`src/bus_pkg.sv`:
```
// Data-bus word types and address map shared by the router, the top level and the testbench
`default_nettype none

package bus_pkg;

    localparam int BUS_W    = 32;
    localparam int OFFSET_W = 19;  // Byte offset inside a region in bits 18 down to 0

    typedef logic [BUS_W-1:0] bus_word_t;
    typedef logic [3:0]       bus_mask_t;

    // Target of a data access after decoding
    typedef enum logic [1:0] {
        REGION_MEM,
        REGION_TMR,
        REGION_NONE
    } region_e;

    // One address word that is seen either whole or split into its region flags
    typedef union packed {
        bus_word_t raw;
        struct packed {
            logic                        top;
            logic                        l1v;     // Bit 30 selects external memory
            logic                        per;     // Bit 29 was the peripheral bus
            logic                        tmr;     // Bit 28 selects the cycle timer
            logic [BUS_W-OFFSET_W-5:0]   spare;
            logic [OFFSET_W-1:0]         offset;
        } fields;
    } bus_addr_u;

endpackage

`default_nettype wire

```
`src/mem_pkg.sv`:
```
// External iomem word and strobe types plus the default word-address width of the memory port
`default_nettype none

package mem_pkg;

    // Word address covers byte address bits 18 down to 2
    localparam int MEM_ADDR_W_DEF = 17;

    typedef logic [31:0] mem_word_t;

    // A strobe of all zeros marks a read
    typedef logic [3:0]  mem_strb_t;

endpackage

`default_nettype wire

```
`src/iomem_if.sv`:
```
// One iomem request and its response, passed from the data router to the memory arbiter
`default_nettype none

interface iomem_if #(
    parameter int MEM_ADDR_W = mem_pkg::MEM_ADDR_W_DEF
);
    import mem_pkg::*;

    logic                  valid;
    logic                  ready;   // Transfer completes in the cycle this is high
    mem_strb_t             wstrb;
    logic [MEM_ADDR_W-1:0] addr;    // Word address
    mem_word_t             wdata;
    mem_word_t             rdata;

    modport requester (
        output valid, wstrb, addr, wdata,
        input  ready, rdata
    );

    modport responder (
        input  valid, wstrb, addr, wdata,
        output ready, rdata
    );

endinterface

`default_nettype wire

```
`src/dbus_router.sv`:
```
// Decodes the core data address and steers each access to external memory, the timer or nowhere
`default_nettype none

module dbus_router #(
    parameter int MEM_ADDR_W = mem_pkg::MEM_ADDR_W_DEF
) (
    input  logic               dbus_sel_i,
    input  bus_pkg::bus_addr_u dbus_addr_i,
    input  bus_pkg::bus_word_t dbus_wdata_i,
    input  bus_pkg::bus_mask_t dbus_mask_i,
    output bus_pkg::bus_word_t dbus_rdata_o,
    output logic               dbus_stall_o,

    input  bus_pkg::bus_word_t tmr_count_i,

    iomem_if.requester         mem
);
    import bus_pkg::*;

    region_e region;

    // The L1V flag wins over TMR when both are set
    always_comb begin
        if (dbus_addr_i.fields.l1v) begin
            region = REGION_MEM;
        end else if (dbus_addr_i.fields.tmr) begin
            region = REGION_TMR;
        end else begin
            region = REGION_NONE;
        end
    end

    // Memory request fields are passed on unchanged and held by the core while it stalls
    assign mem.valid = dbus_sel_i && (region == REGION_MEM);
    assign mem.addr  = dbus_addr_i.raw[MEM_ADDR_W+1:2];  // Word address from the raw view
    assign mem.wdata = dbus_wdata_i;
    assign mem.wstrb = dbus_mask_i;  // Zero mask makes this a read

    always_comb begin
        case (region)
            REGION_MEM: begin
                dbus_rdata_o = mem.rdata;
                dbus_stall_o = dbus_sel_i && !mem.ready;
            end
            REGION_TMR: begin
                // Timer answers in the same cycle
                dbus_rdata_o = tmr_count_i;
                dbus_stall_o = 1'b0;
            end
            default: begin
                dbus_rdata_o = '0;  // Unmapped reads return zero
                dbus_stall_o = 1'b0;
            end
        endcase
    end

endmodule

`default_nettype wire

```
`src/iomem_arbiter.sv`:
```
// Shares the external iomem port between the data side and instruction fetch, data first
`default_nettype none

module iomem_arbiter #(
    parameter int MEM_ADDR_W = mem_pkg::MEM_ADDR_W_DEF
) (
    input  logic                   clk_i,
    input  logic                   rst_i,

    iomem_if.responder             data,

    input  logic                   fetch_valid_i,
    input  logic [MEM_ADDR_W-1:0]  fetch_addr_i,
    output logic                   fetch_ready_o,
    output mem_pkg::mem_word_t     fetch_rdata_o,

    output logic                   iomem_valid_o,
    input  logic                   iomem_ready_i,
    output mem_pkg::mem_strb_t     iomem_wstrb_o,
    output bus_pkg::bus_word_t     iomem_addr_o,
    output mem_pkg::mem_word_t     iomem_wdata_o,
    input  mem_pkg::mem_word_t     iomem_rdata_i
);
    import bus_pkg::*;

    typedef enum logic [1:0] {
        GNT_IDLE,
        GNT_DATA,
        GNT_FETCH
    } gnt_e;

    gnt_e                  gnt_q;
    logic [MEM_ADDR_W-1:0] word_addr;

    // A grant is taken only from idle and dropped after the ready cycle
    always_ff @(posedge clk_i) begin
        if (rst_i) begin
            gnt_q <= GNT_IDLE;
        end else begin
            case (gnt_q)
                GNT_IDLE: begin
                    if (data.valid) begin
                        gnt_q <= GNT_DATA;
                    end else if (fetch_valid_i) begin
                        gnt_q <= GNT_FETCH;
                    end
                end
                GNT_DATA, GNT_FETCH: begin
                    if (iomem_ready_i) begin
                        gnt_q <= GNT_IDLE;
                    end
                end
                default: gnt_q <= GNT_IDLE;
            endcase
        end
    end

    always_comb begin
        iomem_valid_o = 1'b0;
        iomem_wstrb_o = '0;
        iomem_wdata_o = '0;
        word_addr     = '0;
        data.ready    = 1'b0;
        data.rdata    = '0;
        fetch_ready_o = 1'b0;
        fetch_rdata_o = '0;
        case (gnt_q)
            GNT_DATA: begin
                iomem_valid_o = 1'b1;
                iomem_wstrb_o = data.wstrb;
                iomem_wdata_o = data.wdata;
                word_addr     = data.addr;
                data.ready    = iomem_ready_i;
                data.rdata    = iomem_rdata_i;
            end
            GNT_FETCH: begin
                // Fetches only read, so the strobe stays zero
                iomem_valid_o = 1'b1;
                word_addr     = fetch_addr_i;
                fetch_ready_o = iomem_ready_i;
                fetch_rdata_o = iomem_rdata_i;
            end
            default: ;
        endcase
    end

    // Byte address with the low two bits and the bits above the word address zero
    assign iomem_addr_o = bus_word_t'({word_addr, 2'b00});

endmodule

`default_nettype wire

```
`src/timer_unit.sv`:
```
// Free-running cycle counter that the data bus reads through the TMR region
`default_nettype none

module timer_unit (
    input  logic              clk_i,
    input  logic              rst_i,
    output bus_pkg::bus_word_t count_o
);
    import bus_pkg::*;

    bus_word_t count_q;

    // The counter is read-only so bus writes to this region have nowhere to land
    always_ff @(posedge clk_i) begin
        if (rst_i) begin
            count_q <= '0;
        end else begin
            count_q <= count_q + 1'b1;  // Wraps after 2^32 cycles
        end
    end

    assign count_o = count_q;

endmodule

`default_nettype wire

```
`src/user_dbus.sv`:
```
// Memory-side bus top level joining the data router, the cycle timer and the iomem arbiter
`default_nettype none

module user_dbus #(
    parameter int MEM_ADDR_W = mem_pkg::MEM_ADDR_W_DEF
) (
    input  logic                  clk_i,
    input  logic                  rst_i,

    input  logic                  dbus_sel_i,
    input  bus_pkg::bus_word_t    dbus_addr_i,
    input  bus_pkg::bus_word_t    dbus_wdata_i,
    input  bus_pkg::bus_mask_t    dbus_mask_i,
    output bus_pkg::bus_word_t    dbus_rdata_o,
    output logic                  dbus_stall_o,

    input  logic                  fetch_valid_i,
    input  logic [MEM_ADDR_W-1:0] fetch_addr_i,
    output logic                  fetch_ready_o,
    output mem_pkg::mem_word_t    fetch_rdata_o,

    output logic                  iomem_valid_o,
    input  logic                  iomem_ready_i,
    output mem_pkg::mem_strb_t    iomem_wstrb_o,
    output bus_pkg::bus_word_t    iomem_addr_o,
    output mem_pkg::mem_word_t    iomem_wdata_o,
    input  mem_pkg::mem_word_t    iomem_rdata_i
);
    import bus_pkg::*;

    bus_word_t tmr_count;

    iomem_if #(.MEM_ADDR_W(MEM_ADDR_W)) dmem ();  // Data-side memory request

    timer_unit tmr0 (
        .clk_i   (clk_i    ),
        .rst_i   (rst_i    ),
        .count_o (tmr_count)
    );

    dbus_router #(.MEM_ADDR_W(MEM_ADDR_W)) rtr0 (
        .dbus_sel_i   (dbus_sel_i  ),
        .dbus_addr_i  (dbus_addr_i ),  // Word enters the union view here
        .dbus_wdata_i (dbus_wdata_i),
        .dbus_mask_i  (dbus_mask_i ),
        .dbus_rdata_o (dbus_rdata_o),
        .dbus_stall_o (dbus_stall_o),
        .tmr_count_i  (tmr_count   ),
        .mem          (dmem        )
    );

    iomem_arbiter #(.MEM_ADDR_W(MEM_ADDR_W)) arb0 (
        .clk_i         (clk_i        ),
        .rst_i         (rst_i        ),
        .data          (dmem         ),
        .fetch_valid_i (fetch_valid_i),
        .fetch_addr_i  (fetch_addr_i ),
        .fetch_ready_o (fetch_ready_o),
        .fetch_rdata_o (fetch_rdata_o),
        .iomem_valid_o (iomem_valid_o),
        .iomem_ready_i (iomem_ready_i),
        .iomem_wstrb_o (iomem_wstrb_o),
        .iomem_addr_o  (iomem_addr_o ),
        .iomem_wdata_o (iomem_wdata_o),
        .iomem_rdata_i (iomem_rdata_i)
    );

endmodule

`default_nettype wire
```
`config.mk`:
```
export PLATFORM = sky130hd
export DESIGN_NAME = user_dbus
export DESIGN_NICKNAME = d
export VERILOG_FILES = /design/src/bus_pkg.sv /design/src/mem_pkg.sv /design/src/iomem_if.sv /design/src/dbus_router.sv /design/src/iomem_arbiter.sv /design/src/timer_unit.sv /design/src/user_dbus.sv
export SDC_FILE = /design/constraint.sdc
export NUM_CORES = 1
export LEC_CHECK = 0
export BUFFER_PORTS_ARGS = -buffer_cell sky130_fd_sc_hd__buf_2
export CORE_AREA = 2 2 99 101
export CTS_BUF_LIST = sky130_fd_sc_hd__clkbuf_16
export CTS_CLUSTER_DIAMETER = 150
export DETAILED_ROUTE_END_ITERATION = 12
export DIE_AREA = 0 0 101 103
export GPL_TIMING_DRIVEN = 0
export PLACE_DENSITY_LB_ADDON = 0.25
export SYNTH_ARGS = -nofsm -noshare
export SYNTH_HDL_FRONTEND = slang
export SYNTH_HIERARCHICAL = 1
export SYNTH_SLANG_ARGS = --single-unit
export TNS_END_PERCENT = 5
```
`constraint.sdc`:
```
create_clock -name clk_i -period 3.3 [get_ports clk_i]
set_input_delay 0.165 -clock clk_i [delete_from_list [all_inputs] [get_ports clk_i]]
set_output_delay 0.165 -clock clk_i [all_outputs]
set_load 0.005 [all_outputs]
```
==> results.yml <==
status:
  status: "finished, final reports clean"
clocking:
  cts_buffer_depth: 2
  ctsHoldBuffers: 0
  clk_pin_slew_ns: 0.05
  clk_latency_ns: 0.27
  ctsResizeCount: 0
  cts_setup_buffers: 0
  clock_sink_count: 34
  cts_root_buf: "clkbuf_16"
  cts_tree: "yes"
  cts_buffers: 5
  cts.htree.levels: 2
placed_design:
  place_hpwl_mm: 8.75
  placed_cell_area_sq_um: 4540
  place_congestion: 0.829
  port_buffers: 174
  dpl_worst_slack_ns: 1.12
  place_inst: 749
critical_path:
  cp_max_fo: 10
  start_kind: "flop"
  cp-end-kind: "flop"
  worstPathRequired_ns: 3.50
  critPathBufInv: 1
  critPathKind: "reg -> reg"
  crit_slowest_cell: "or4b_1"
  arrival_ns: 2.38
  max_stage_delay_ns: 0.47
  cp_top_family: "simple AND/OR/NAND/NOR gates"
  path_cells: "ha_1, and4_4, or4b_1, buf_2, or4_1, a21oi_1"
  rrSetupSlack_ns: 1.12
timing:
  rsz0062_at_grt: "false"
  drv_slew: 0
  relSlewSlack: 0.653
  fin_crit_ns: 2.18
  hold_viol: 0
  fin_hold_ws_ns: 0.0981
  finalSetupViolCount: 0
  fin_skew_ns: 0.00477
  period_share: 0.659
  finalSetupTns_ns: 0
  fmax_mhz: 460
  tightest_slew_ns: 0.520
  finalWorstSetupSlack_ns: 1.12
detailed_routing:
  drt_pass1_iterations: 4
  wl_mm: 10.7
  vias_per_cell: 4.88
  wire_per_inst_um: 14.2
  drtIter0Drc: 80
  drc_errors: 0
  vias: 3689
  ant_nets: 0
pwr:
  peakVddDrop_mv: 0.207
  power_density_nw_per_um2: 263
  leakage_nw: 2.36
  power_mw: 1.23
synth:
  synth-async-reset-ratio: 0
  syn_avg_cell_area_sq_um: 7.76
  synth_cells: 447
  ys_warn_count: 6
  synth_area_leaders: "dfxtp_1 (20%), and2_1 (19%), buf_4 (15%), a22o_1 (7.8%), nor2b_1 (4.1%)"
  ys_ff_latch: 34
  ys_types: 43
  synth_top_flop_cell: "dfxtp_1"
  ys_seq_area_frac: 0.196
  synth_edf_count: 0
  synth_top_area_cell: "dfxtp_1"
  synthesis.area_sq_um: 3470
  synth.top_cell.area_share: 0.196
  ys_top_cells_by_count: "and2_1 (103), buf_4 (69), dfxtp_1 (34), a22o_1 (31), nor2b_1 (23)"
  yosysMostFrequentCell: "and2_1"
global_routing:
  grt_pass1_vias: 3133
  grt_pass1_wl_mm: 15.7
  overflow: 0
  grtUsageTotal: 0.191
  grt_max_degree: 11
  antenna_found_initial: 0
cells_and_area:
  fin_cells: 756
  nets: 768
  utilization: 0.494
  drive_gt1_frac: 0.436
  area_growth_pct: 34.6
  num_antenna_cells: 0
  fillCellCount: 928
  final_area_sq_um: 4670
die:
  rows: 36
  die_w_um: 101
  core_area_sq_um: 9460
  dieArea_sq_um: 10400
  start_util: 0.367
  io_pins: 257
  chipHeight_um: 103
worst_hold_path:
  hold_class: "in -> reg"
flow_run:
  drv_cap: 0
==> where the power goes <==
group	internal [mW]	leakage, nW	switching, mW
Sequential	0.416	0.275	0.00580
Clock	0.272	0.0694	0.159
Combinational	0.207	2.02	0.167
Total	0.895	2.36	0.332
==> kinds of logic after synthesis <==
family,share of synthesized area
muxes,0.0130
xor gates and xnor gates,0.0227
other,0.00108
and+or+nand+nor,0.356
adders and majority gates,0.0144
AOI/OAI and AO/OA,0.182
DFF,0.196
buffers and inverters,0.215
==> cell usage in the layout (no fill, tap or decap), types with 10 or more instances in the layout <==
cell type	synthesis	layout
a22oi_1	17	17
buf_2	9	183
or4_1	12	12
o31ai_1	11	11
conb_1	1	15
and2_1	103	103
a22o_1	31	31
buf_6	10	10
dfxtp_1	34	34
nor2_1	14	14
nand2_1	13	13
a21oi_1	18	18
buf_4	69	69
nor2b_1	23	23
==> final timing paths <==
kind,start,endpoint,depth (start not counted)
worst max-delay path,tmr0/count_o[0],tmr0/count_o[22],6
worst min-delay path,rst_i,arb0/gnt_q[0],2
worst max register to register,tmr0/count_o[0],tmr0/count_o[22],6
worst min register to register,tmr0/count_o[0],tmr0/count_o[0],1
==> flip-flops by register name, summed over array words and instances, names as in the netlist <==
name / flops
arb0/gnt_q: 2
tmr0/count_o: 32
==> metal layers <==
layer  GRT usage  vias up  routed length (um)
li1            -     1851                   -
met1       0.232     1683                4500
met2       0.343      149                5270
met3      0.0454        6                 800
met4      0.0447        0                 127
met5           0        -                   0
==> final cells by class <==
type | instances | area, sq um | share of cell area
Clock buffer | 5 | 125 | 0.0268
Timing Repair Buffer | 174 | 871 | 0.186
Buffer | 99 | 719 | 0.154
Sequential cell | 34 | 681 | 0.146
Inverter | 7 | 26.3 | 0.00563
Clock inverter | 2 | 10.0 | 0.00214
Tap cell | 114 | 143 | 0.0305
Multi-Input combinational cell | 321 | 2100 | 0.449
No activity file was read; power rests on OpenSTA's default activity.
